==> src/include/block_relay_defs.svh <==
// build constants for the block relay; FIFO depth must be a power of two and fit in BR_LEN_W bits
`ifndef BLOCK_RELAY_DEFS_SVH
`define BLOCK_RELAY_DEFS_SVH

// ------------------------------------------------------------
// sample buffer
// ------------------------------------------------------------

// words held by the sample FIFO and so the longest block
`define BR_FIFO_DEPTH 64

// width of length and count fields that still holds the depth itself
`define BR_LEN_W 7

// block length after reset
`define BR_LEN_RESET 10

// ------------------------------------------------------------
// serial line and register map
// ------------------------------------------------------------

// clock cycles per uart bit
`define BR_BAUD_DIV 4

// wishbone word offsets
`define BR_REG_LEN 0
`define BR_REG_STATUS 1

`endif

==> src/logic/block_relay_pkg.sv <==
// shared types for the block relay; wishbone data is 16 bits and the word address is 2 bits wide
package block_relay_pkg;

	// ------------------------------------------------------------
	// state machines
	// ------------------------------------------------------------

	// block cycle of filling, draining, reporting and reopening
	typedef enum logic [1:0] {
		SEQ_IDLE,
		SEQ_FILL,
		SEQ_DRAIN,
		SEQ_CLOSE
	} seq_state_e;

	// one 8N1 frame that runs twice per word
	typedef enum logic [1:0] {
		TX_IDLE,
		TX_START,
		TX_DATA,
		TX_STOP
	} tx_state_e;

	// ------------------------------------------------------------
	// bus and stream beats
	// ------------------------------------------------------------

	// wishbone classic request
	typedef struct packed {
		logic        cyc;
		logic        stb;
		logic        we;
		logic [1:0]  adr;
		logic [15:0] dat;
	} wb_req_t;

	typedef struct packed {
		logic        ack;
		logic [15:0] dat;
	} wb_rsp_t;

	// sample input beat whose ready travels the other way
	typedef struct packed {
		logic        vld;
		logic [15:0] data;
	} sample_t;

endpackage

==> src/logic/block_relay_top.sv <==
// block relay top; one clock domain, samples are 16 bits and leave on uart_txd low byte first
`include "block_relay_defs.svh"

module block_relay_top import block_relay_pkg::*; (
	input  logic    clk_sys,
	input  logic    rst_n,
	input  wb_req_t wb_req,
	output wb_rsp_t wb_rsp,
	input  sample_t in_smp,
	output logic    in_rdy,
	output logic    uart_txd
);

	logic [`BR_LEN_W-1:0] blk_len;
	logic                 blk_done;
	logic                 busy;
	logic                 fifo_wr;
	logic                 fifo_rd;
	logic [15:0]          head_data;
	logic                 word_vld;
	logic                 word_rdy;

	// ------------------------------------------------------------
	// control
	// ------------------------------------------------------------

	relay_regs u_regs (
		.clk_sys  (clk_sys),
		.rst_n    (rst_n),
		.wb_req   (wb_req),
		.wb_rsp   (wb_rsp),
		.blk_len  (blk_len),
		.blk_done (blk_done),
		.busy     (busy)
	);

	block_sequencer u_seq (
		.clk_sys  (clk_sys),
		.rst_n    (rst_n),
		.in_vld   (in_smp.vld),
		.in_rdy   (in_rdy),
		.blk_len  (blk_len),
		.fifo_wr  (fifo_wr),
		.fifo_rd  (fifo_rd),
		.word_vld (word_vld),
		.word_rdy (word_rdy),
		.blk_done (blk_done),
		.busy     (busy)
	);

	// ------------------------------------------------------------
	// data path
	// ------------------------------------------------------------

	// sample data goes straight into the buffer
	sample_fifo u_fifo (
		.clk_sys (clk_sys),
		.rst_n   (rst_n),
		.wr      (fifo_wr),
		.wr_data (in_smp.data),
		.rd      (fifo_rd),
		.rd_data (head_data)
	);

	uart_word_tx u_tx (
		.clk_sys   (clk_sys),
		.rst_n     (rst_n),
		.word_vld  (word_vld),
		.word_data (head_data),
		.word_rdy  (word_rdy),
		.txd       (uart_txd)
	);

endmodule

==> src/logic/block_sequencer.sv <==
// block control for the relay; blk_len must lie in 1..BR_FIFO_DEPTH
`include "block_relay_defs.svh"

module block_sequencer import block_relay_pkg::*; (
	input  logic                 clk_sys,
	input  logic                 rst_n,
	input  logic                 in_vld,
	output logic                 in_rdy,
	input  logic [`BR_LEN_W-1:0] blk_len,
	output logic                 fifo_wr,
	output logic                 fifo_rd,
	output logic                 word_vld,
	input  logic                 word_rdy,
	output logic                 blk_done,
	output logic                 busy
);

	seq_state_e           state;
	logic [`BR_LEN_W-1:0] len_q;
	logic [`BR_LEN_W-1:0] fill_cnt;
	logic [`BR_LEN_W-1:0] drain_cnt;
	logic                 accept;
	logic                 handover;
	logic                 fill_last;
	logic                 drain_end;

	// ------------------------------------------------------------
	// handshakes
	// ------------------------------------------------------------

	// input open only before the block is complete
	assign in_rdy   = (state == SEQ_IDLE) || (state == SEQ_FILL);
	assign accept   = in_vld && in_rdy;
	assign fifo_wr  = accept;

	// offer words until the latched length has been handed over
	assign word_vld = (state == SEQ_DRAIN) && (drain_cnt != len_q);
	assign handover = word_vld && word_rdy;
	assign fifo_rd  = handover;

	// idle accepts the first sample so a length of one ends there
	assign fill_last = (state == SEQ_IDLE) ? (blk_len == `BR_LEN_W'(1))
		: (fill_cnt + `BR_LEN_W'(1) == len_q);

	// last word gone and the line back to idle
	assign drain_end = (state == SEQ_DRAIN) && (drain_cnt == len_q) && word_rdy;

	assign blk_done = (state == SEQ_CLOSE);
	assign busy     = (state != SEQ_IDLE);

	// ------------------------------------------------------------
	// block FSM
	// ------------------------------------------------------------

	always_ff @(posedge clk_sys or negedge rst_n) begin
		if (!rst_n) begin
			state <= SEQ_IDLE;
			len_q <= '0;
		end else begin
			case (state)
				SEQ_IDLE: begin
					if (accept) begin
						// length frozen here so later writes wait for the next block
						len_q <= blk_len;
						state <= fill_last ? SEQ_DRAIN : SEQ_FILL;
					end
				end
				SEQ_FILL: begin
					if (accept && fill_last) begin
						state <= SEQ_DRAIN;
					end
				end
				SEQ_DRAIN: begin
					if (drain_end) begin
						state <= SEQ_CLOSE;
					end
				end
				SEQ_CLOSE: begin
					state <= SEQ_IDLE;
				end
				default: begin
					state <= SEQ_IDLE;
				end
			endcase
		end
	end

	// ------------------------------------------------------------
	// progress counters
	// ------------------------------------------------------------

	// counts every accepted sample including the first
	always_ff @(posedge clk_sys or negedge rst_n) begin
		if (!rst_n) begin
			fill_cnt <= '0;
		end else if (accept) begin
			fill_cnt <= (state == SEQ_IDLE) ? `BR_LEN_W'(1) : fill_cnt + `BR_LEN_W'(1);
		end else if (state == SEQ_CLOSE) begin
			fill_cnt <= '0;
		end
	end

	always_ff @(posedge clk_sys or negedge rst_n) begin
		if (!rst_n) begin
			drain_cnt <= '0;
		end else if (handover) begin
			drain_cnt <= drain_cnt + `BR_LEN_W'(1);
		end else if (state == SEQ_CLOSE) begin
			drain_cnt <= '0;
		end
	end

endmodule

==> src/logic/relay_regs.sv <==
// wishbone classic slave; cyc and stb stay high until ack and unmapped offsets read zero
`include "block_relay_defs.svh"

module relay_regs import block_relay_pkg::*; (
	input  logic                 clk_sys,
	input  logic                 rst_n,
	input  wb_req_t              wb_req,
	output wb_rsp_t              wb_rsp,
	output logic [`BR_LEN_W-1:0] blk_len,
	input  logic                 blk_done,
	input  logic                 busy
);

	logic                 req;
	logic                 take;
	logic                 ack_q;
	logic                 served;
	logic [`BR_LEN_W-1:0] len_q;
	logic [`BR_LEN_W-1:0] len_clamped;
	logic [14:0]          blk_cnt;

	// ------------------------------------------------------------
	// bus handshake
	// ------------------------------------------------------------

	assign req  = wb_req.cyc && wb_req.stb;
	assign take = req && !ack_q && !served;

	// one ack per strobe; served holds it off until stb drops
	always_ff @(posedge clk_sys or negedge rst_n) begin
		if (!rst_n) begin
			ack_q  <= 1'b0;
			served <= 1'b0;
		end else begin
			ack_q <= take;
			if (!req) begin
				served <= 1'b0;
			end else if (ack_q) begin
				served <= 1'b1;
			end
		end
	end

	// ------------------------------------------------------------
	// registers
	// ------------------------------------------------------------

	// length limited to 1..depth
	always_comb begin
		if (wb_req.dat == 16'd0) begin
			len_clamped = `BR_LEN_W'(1);
		end else if (wb_req.dat > 16'(`BR_FIFO_DEPTH)) begin
			len_clamped = `BR_LEN_W'(`BR_FIFO_DEPTH);
		end else begin
			len_clamped = wb_req.dat[`BR_LEN_W-1:0];
		end
	end

	always_ff @(posedge clk_sys or negedge rst_n) begin
		if (!rst_n) begin
			len_q <= `BR_LEN_W'(`BR_LEN_RESET);
		end else if (take && wb_req.we && wb_req.adr == 2'(`BR_REG_LEN)) begin
			len_q <= len_clamped;
		end
	end

	// finished block count wrapping at 2^15
	always_ff @(posedge clk_sys or negedge rst_n) begin
		if (!rst_n) begin
			blk_cnt <= '0;
		end else if (blk_done) begin
			blk_cnt <= blk_cnt + 15'd1;
		end
	end

	assign blk_len = len_q;

	// ------------------------------------------------------------
	// read path
	// ------------------------------------------------------------

	always_comb begin
		wb_rsp.ack = ack_q;
		case (wb_req.adr)
			2'(`BR_REG_LEN):    wb_rsp.dat = 16'(len_q);
			2'(`BR_REG_STATUS): wb_rsp.dat = {blk_cnt, busy};
			default:            wb_rsp.dat = 16'h0000;
		endcase
	end

endmodule

==> src/logic/sample_fifo.sv <==
// fall-through sample buffer without flags; a block must never exceed BR_FIFO_DEPTH words
`include "block_relay_defs.svh"

module sample_fifo (
	input  logic        clk_sys,
	input  logic        rst_n,
	input  logic        wr,
	input  logic [15:0] wr_data,
	input  logic        rd,
	output logic [15:0] rd_data
);

	localparam int PTR_W = $clog2(`BR_FIFO_DEPTH);

	// ------------------------------------------------------------
	// storage
	// ------------------------------------------------------------

	logic [15:0]      mem [0:`BR_FIFO_DEPTH-1];
	logic [PTR_W-1:0] wr_ptr;
	logic [PTR_W-1:0] rd_ptr;

	// word storage written at the tail
	always_ff @(posedge clk_sys) begin
		if (wr) begin
			mem[wr_ptr] <= wr_data;
		end
	end

	// ------------------------------------------------------------
	// pointers
	// ------------------------------------------------------------

	// depth is a power of two so both pointers wrap by overflow
	always_ff @(posedge clk_sys or negedge rst_n) begin
		if (!rst_n) begin
			wr_ptr <= '0;
		end else if (wr) begin
			wr_ptr <= wr_ptr + PTR_W'(1);
		end
	end

	always_ff @(posedge clk_sys or negedge rst_n) begin
		if (!rst_n) begin
			rd_ptr <= '0;
		end else if (rd) begin
			rd_ptr <= rd_ptr + PTR_W'(1);
		end
	end

	// head word shows a write one cycle later
	assign rd_data = mem[rd_ptr];

endmodule

==> src/logic/uart_word_tx.sv <==
// 8N1 word serializer; low byte first, no parity or flow control, one idle cycle between words
`include "block_relay_defs.svh"

module uart_word_tx import block_relay_pkg::*; (
	input  logic        clk_sys,
	input  logic        rst_n,
	input  logic        word_vld,
	input  logic [15:0] word_data,
	output logic        word_rdy,
	output logic        txd
);

	localparam int BAUD_W = ($clog2(`BR_BAUD_DIV) > 0) ? $clog2(`BR_BAUD_DIV) : 1;

	tx_state_e         state;
	logic [BAUD_W-1:0] baud_cnt;
	logic [2:0]        bit_cnt;
	logic              byte_idx;
	logic [15:0]       shreg;
	logic              baud_tick;
	logic              handover;

	assign word_rdy  = (state == TX_IDLE);
	assign handover  = word_vld && word_rdy;
	assign baud_tick = (baud_cnt == BAUD_W'(`BR_BAUD_DIV - 1));

	// ------------------------------------------------------------
	// bit timing
	// ------------------------------------------------------------

	always_ff @(posedge clk_sys or negedge rst_n) begin
		if (!rst_n) begin
			baud_cnt <= '0;
		end else if (state == TX_IDLE || baud_tick) begin
			baud_cnt <= '0;
		end else begin
			baud_cnt <= baud_cnt + BAUD_W'(1);
		end
	end

	// ------------------------------------------------------------
	// frame FSM
	// ------------------------------------------------------------

	// txd is registered and changes on the same edges as the state
	always_ff @(posedge clk_sys or negedge rst_n) begin
		if (!rst_n) begin
			state    <= TX_IDLE;
			bit_cnt  <= '0;
			byte_idx <= 1'b0;
			txd      <= 1'b1;
		end else begin
			case (state)
				TX_IDLE: begin
					txd <= 1'b1;
					if (handover) begin
						byte_idx <= 1'b0;
						state    <= TX_START;
						txd      <= 1'b0;
					end
				end
				TX_START: begin
					if (baud_tick) begin
						bit_cnt <= '0;
						state   <= TX_DATA;
						txd     <= shreg[0];
					end
				end
				TX_DATA: begin
					if (baud_tick) begin
						if (bit_cnt == 3'd7) begin
							state <= TX_STOP;
							txd   <= 1'b1;
						end else begin
							bit_cnt <= bit_cnt + 3'd1;
							txd     <= shreg[1];
						end
					end
				end
				TX_STOP: begin
					if (baud_tick) begin
						if (!byte_idx) begin
							// high byte follows without a gap
							byte_idx <= 1'b1;
							state    <= TX_START;
							txd      <= 1'b0;
						end else begin
							state <= TX_IDLE;
						end
					end
				end
				default: begin
					state <= TX_IDLE;
					txd   <= 1'b1;
				end
			endcase
		end
	end

	// lsb first; after eight shifts the high byte sits in the low half
	always_ff @(posedge clk_sys) begin
		if (handover) begin
			shreg <= word_data;
		end else if (state == TX_DATA && baud_tick) begin
			shreg <= shreg >> 1;
		end
	end

endmodule
==> config.mk <==
export PLATFORM = sky130hd
export DESIGN_NAME = block_relay_top
export DESIGN_NICKNAME = d
export VERILOG_FILES = /design/src/logic/block_relay_pkg.sv /design/src/logic/block_relay_top.sv /design/src/logic/block_sequencer.sv /design/src/logic/relay_regs.sv /design/src/logic/sample_fifo.sv /design/src/logic/uart_word_tx.sv
export VERILOG_INCLUDE_DIRS = /design/src /design/src/include
export SDC_FILE = /design/constraint.sdc
export NUM_CORES = 1
export LEC_CHECK = 0
export BUFFER_PORTS_ARGS = -buffer_cell sky130_fd_sc_hd__buf_2
export CORE_MARGIN = 8
export CORE_UTILIZATION = 40
export CTS_BUF_LIST = sky130_fd_sc_hd__clkbuf_4
export CTS_CLUSTER_DIAMETER = 50
export CTS_CLUSTER_SIZE = 20
export DETAILED_ROUTE_END_ITERATION = 16
export PLACE_DENSITY = 0.67
export SYNTH_ARGS = -nofsm -noshare
export SYNTH_HDL_FRONTEND = slang
export SYNTH_SLANG_ARGS = --single-unit
==> constraint.sdc <==
create_clock -name clk_sys -period 2.8 [get_ports clk_sys]
set_input_delay 0.7 -clock clk_sys [delete_from_list [all_inputs] [get_ports clk_sys]]
set_output_delay 0.7 -clock clk_sys [all_outputs]
set_load 0.01 [all_outputs]
[Word-level counts from Yosys, hierarchy flattened]
Memories as Yosys holds them, arrays and structs flattened.
Cells that the tools add are included.
Cells by class
  $add $sub $neg: 7
  magnitude comparators: 1
  equality and inequality tests: 24
  mux-type cells: 41
  reductions and logical operators: 32
Operators by type and width (number)
  two-way mux 7 bit: 6
  two-way mux 16 bit: 2
  case mux 16 bit (2 select lines): 1
  two-way mux 2 bit: 10
  > comparator 16 x 7 -> 1 bit, second input constant: 1
  zero test 16 bit: 1
  case mux 2 bit (4 select lines): 2
  adder 15 x 1 -> 15 bit, second input constant: 1
  adder 7 x 1 -> 7 bit, second input constant: 2
  equality test 7 bit: 2
  two-way mux 1 bit: 14
  adder 6 x 1 -> 6 bit, second input constant: 2
  logical AND 1 bit: 12
  != test 2 x 1 -> 1 bit, second input constant: 6
  nonzero test 2 bit: 6
  equality test 2 bit, second input constant: 5
  != test 2 bit, second input constant: 5
  two-way mux 3 bit: 3
  AND reduction 4 bit: 2
  equality test 7 x 1 -> 1 bit, second input constant: 1
  != test 7 bit: 1
  equality test 2 x 1 -> 1 bit, second input constant: 3
  zero test 2 bit: 3
  case mux 3 bit (2 select lines): 1
  10 further kinds: 13
Word-level totals
  register bits: 84
  bits in writable memories: 1024
  bits of input ports: 40
  memories: 1
Memories
  u_fifo.mem: depth 64, width 16, rd ports 1, clocked after Yosys merged registers in 0, wr ports 1, RTL line sample_fifo.sv:19  | logic [15:0] mem [0:`BR_FIFO_DEPTH-1];

[Longest topological paths before layout]
  depth after elaboration: 6
  depth in mapped cells: 10
  gate-level depth less buffers: 8

[By module]
A second synthesis with hierarchy kept.
Second synthesis, totals
  cell total of the unflattened synthesis: 2267
  area total of the unflattened synthesis: 44117.3 um2
Modules (own cells, without submodules)
  sample_fifo: instances 1, cells an instance 1918, area each 40192.3 um2
  block_sequencer: instances 1, cells an instance 145, area each 1410.1 um2
  uart_word_tx: instances 1, cells an instance 85, area each 1282.5 um2
  relay_regs: instances 1, cells an instance 119, area each 1232.4 um2

[Least setup slack after synthesis]
Ideal clock, no wire load.
  kind: register to register
  from: register u_seq.state[1]
  to: memory u_fifo.mem[27][0] (enable)
  setup time: 388 ps
  arrival: 2360 ps
  setup slack: 52 ps
  stages on the path, launching flop included: 9
  path buffers: 1
  clock period less this slack: 2748 ps
  cells stage by stage: dfrtp_1 -> inv_1 -> ha_1 -> clkbuf_1 -> or2_2 -> nand2_1 -> nor2_1 -> nand3_1 -> nor2_1
On the way
  cells in the longest elaborated chain, start to end: 5
  elaborated cells between the ends (all ways): 6
  those cells by class: eq/ne (1); mux (2); reduce/logical (3)
Ends and longest elaborated chain
  start, declared: RTL line block_sequencer.sv:18  | seq_state_e state;
  start signal, assigned: RTL line block_sequencer.sv:65  | state <= fill_last ? SEQ_DRAIN : SEQ_FILL;
  equality test 2 x 1 -> 1 bit / zero test 2 bit (equally long branches): RTL line block_sequencer.sv:32  | assign in_rdy = (state == SEQ_IDLE) || (state == SEQ_FILL);
  logical OR 1 bit *: RTL line block_sequencer.sv:32
  net in_rdy: RTL line block_relay_top.sv:10  | output logic in_rdy,
  logical AND 1 bit *: RTL line block_sequencer.sv:33  | assign accept = in_vld && in_rdy;
  two-way mux 1 bit *: RTL line sample_fifo.sv:25  | if (wr) begin
  two-way mux 1 bit (not written as such) *: RTL line sample_fifo.sv:26  | mem[wr_ptr] <= wr_data;
  end, declared: RTL line sample_fifo.sv:19
Mark *: on every way through the listed nets, which the timed path passes. The rest lies on a longest branch.

==> metrics.txt <==
Max VDD drop=400 uV; RSZ-0062 raised after global routing=true; PortBufs=58; Non-Filler Instances=3,968; Die Ht=345 um; Placed Cells=3,749; Final Max Tran Viols=0; Leak=15.8 nW; Pwr Total=38.9 mW; Residual DRC=0; Placeable Area=108,000 um2; GRT Util Overall=16.8%; Via-to-Cell Ratio=5.69; Seq cells post-synth=1,108; fill count=8,958; register area share after synthesis=75.9%; Netlist cell types=56; crit end category=primary output; first-pass GRT wire length=151 mm; Synth warnings=0; net count after synthesis=2,244; crit-path max FO=4; syn avg cell area=19.8 um2; area of the multi-input gates=10,000 um2; vias in the first global route=22,903; root buffer cell=clkbuf_4; # IOs=59; worst slew pin tran=1.20 ns; Reg-to-Reg End=u_tx.shreg[7]; antenna violations before repair=7; cell count after synthesis=2,188; crit path to=wb_rsp[0]; largest net degree at the start of global routing=69; final hold vios=0; 1st-pass router iterations=6; P&R area growth vs syn=13.5%; R2R Setup Slk=0.03 ns; Post-DP HPWL=64.8 mm; setup ws final=-0.0454 ns; Max Cap Viol=0; Syn Std Cell Area=43,400 um2; asr flop ratio synth=6.14%; WL per Instance=26.0 um; CTS tree=yes; clock transition at the registers of the reported paths=0.15 ns; Site Rows=121; drt initial violations=2,625; post-synth top area cell=edfxtp_1; Hold Path Class=in -> reg; Post-Route WL=103 mm; share of cells above drive strength 1=28.9%; status=complete, but fails checks; Post-synth EDFFs=1,040; worst setup path start=u_seq.state[0]; CTS buffer count=103; Seq. cell area=32,900 um2; clk_skew=0.106 ns; reg2reg start=u_fifo.rd_ptr[1]; via count=22,578; commonest non-fill, non-tap cell in the layout=edfxtp_1; period utilization=102%; Max Clk Rate=351 MHz; # setup viols final=1; Req. time, crit path=2.10 ns; antenna-violating nets left=0; CTS Buffer Depth=3; Starting Density=40.1%; die footprint=119,000 um2; pwr/cell area=789 nW/um2; Skew-Pair Late Insertion Delay=1.02 ns; Worst Setup Slack post-DPL=-0.0762 ns; worst-case reg-to-reg path depth=8; share of the synthesized area in the top cell type=71.9%; Layout Utilization=45.5%; GPL Wtd Cong=0.856; # H-tree levels=3; CTS Sinks=1,108; gr ovfl total=0; Crit Path Category=reg -> out; crit start category=register; most frequent cells in the layout=edfxtp_1, mux4_2, buf_4; Hold WS=0.139 ns; failing checks=negative setup slack; Slew headroom=19.7%; Main synth FF type=edfxtp_1; NumNets Final=2,517; Die Wd=345 um; crit path time final=2.85 ns; synth top area cells=edfxtp_1, mux4_2, dfrtp_1; Worst EP arrival=2.15 ns
## timing repair
item | 4_1_cts | 5_1_grt
gates resized for setup | 23 | 21
pin swaps | 5 | 3
hold buffers | 11 | 0
endpoints found under the hold margin | 77 | 0
endpoints found under the setup margin | 22 | 47
gates cloned | 1 | 2
buffers inserted | 6 | 3
## stage by stage
step / cell area [um2] / TNS [ns]
after floorplan: 43400 / 0
after global placement: 47100 / -0.110
after detailed placement: 47100 / -0.229
after CTS: 49100 / -0.267
after global routing: 49300 / -0.284
final: 49300 / -0.0454
## state kept, by name (all words and copies together), names as in the netlist
| name | count |
|---|---|
| u_fifo.mem | 1024 |
| u_fifo.rd_ptr | 6 |
| u_fifo.wr_ptr | 6 |
| u_regs.ack_q | 1 |
| u_regs.blk_cnt | 15 |
| u_regs.blk_len | 7 |
| u_regs.served | 1 |
| u_seq.drain_cnt | 7 |
| u_seq.fill_cnt | 7 |
| u_seq.len_q | 7 |
| u_seq.state | 2 |
| u_tx.baud_cnt | 2 |
| u_tx.bit_cnt | 3 |
| u_tx.byte_idx | 1 |
| u_tx.shreg | 16 |
| u_tx.state | 2 |
| u_tx.txd | 1 |
## where the power goes
part	internal, mW	leakage (nW)	switching, mW
sequential	18.8	10.2	0.337
clock	3.24	0.936	5.84
combinational	5.05	4.67	5.68
total	27.0	15.8	11.9
## cell usage after synthesis, drive strengths merged, types with 4 or more instances
| cell type | number |
|---|---|
| a211oi | 4 |
| a21boi | 11 |
| a21oi | 22 |
| a22o | 13 |
| a22oi | 112 |
| and2 | 16 |
| and3 | 9 |
| buf | 62 |
| clkbuf | 55 |
| dfrtp | 65 |
| edfxtp | 1040 |
| ha | 16 |
| inv | 13 |
| mux2 | 12 |
| mux2i | 84 |
| mux4 | 226 |
| nand2 | 84 |
| nand3 | 42 |
| nand3b | 4 |
| nand4 | 21 |
| nor2 | 114 |
| nor2b | 11 |
| nor3 | 13 |
| nor3b | 13 |
| nor4 | 4 |
| o21ai | 22 |
| o31ai | 14 |
| xnor2 | 36 |
| xor2 | 9 |
## layer usage
metal  part of all wire [%]  wire [um]  vias up  track usage (%)
li1                       -          -     9532                -
met1                     42      43100    11911             23.2
met2                     48      49200      991             26.7
met3                    7.9       8120      140             3.35
met4                    2.8       2930        4             5.38
met5                  0.025         26        -                0
## logic make-up (layout without fill, tap and decap cells)
| group | after synthesis | after routing | synth area share (%) |
|---|---|---|---|
| buffers and inverters | 130 | 492 | 1.39 |
| adder cells (fa/ha/maj) | 16 | 16 | 0.461 |
| AO/OA/AOI/OAI | 221 | 221 | 3.65 |
| flip-flops | 1108 | 1108 | 75.9 |
| XOR/XNOR | 45 | 45 | 0.908 |
| multiplexers | 322 | 322 | 14.0 |
| other | 0 | 4 | 0 |
| AND/OR/NAND/NOR | 346 | 346 | 3.77 |
## worst max-delay path: stages, from the launching register on
cell and delay [ns]:
dfrtp_1 0.44, inv_2 0.07, ha_4 0.16, buf_6 0.12, inv_4 0.05, mux2i_1 0.06, nor2_1 0.10, buf_2 0.15
## final cells by class
type / count / share of cell area [%]
repair buffers: 285 / 5.48
inverters: 13 / 0.104
clock buffers: 109 / 1.66
multi-input cells: 950 / 20.4
flip-flops and latches: 1108 / 66.9
clock inverters: 85 / 1.93
well taps: 1414 / 3.59
diodes: 4 / 0.0203
## worst min-delay path by stage
stage,from,endpoint,slack [ns],cells after the start
floorplan,rst_n,u_fifo.rd_ptr[0],0.40,0
global placement,u_tx.baud_cnt[0],u_tx.baud_cnt[0],0.42,1
detailed placement,u_tx.baud_cnt[0],u_tx.baud_cnt[0],0.43,1
CTS,in_smp[16],u_fifo.wr_ptr[2],0.01,4
global route,in_smp[16],u_fifo.wr_ptr[2],0.1,4
finish,in_smp[16],u_fifo.wr_ptr[2],0.14,4
(Power assumes the default switching activity.)
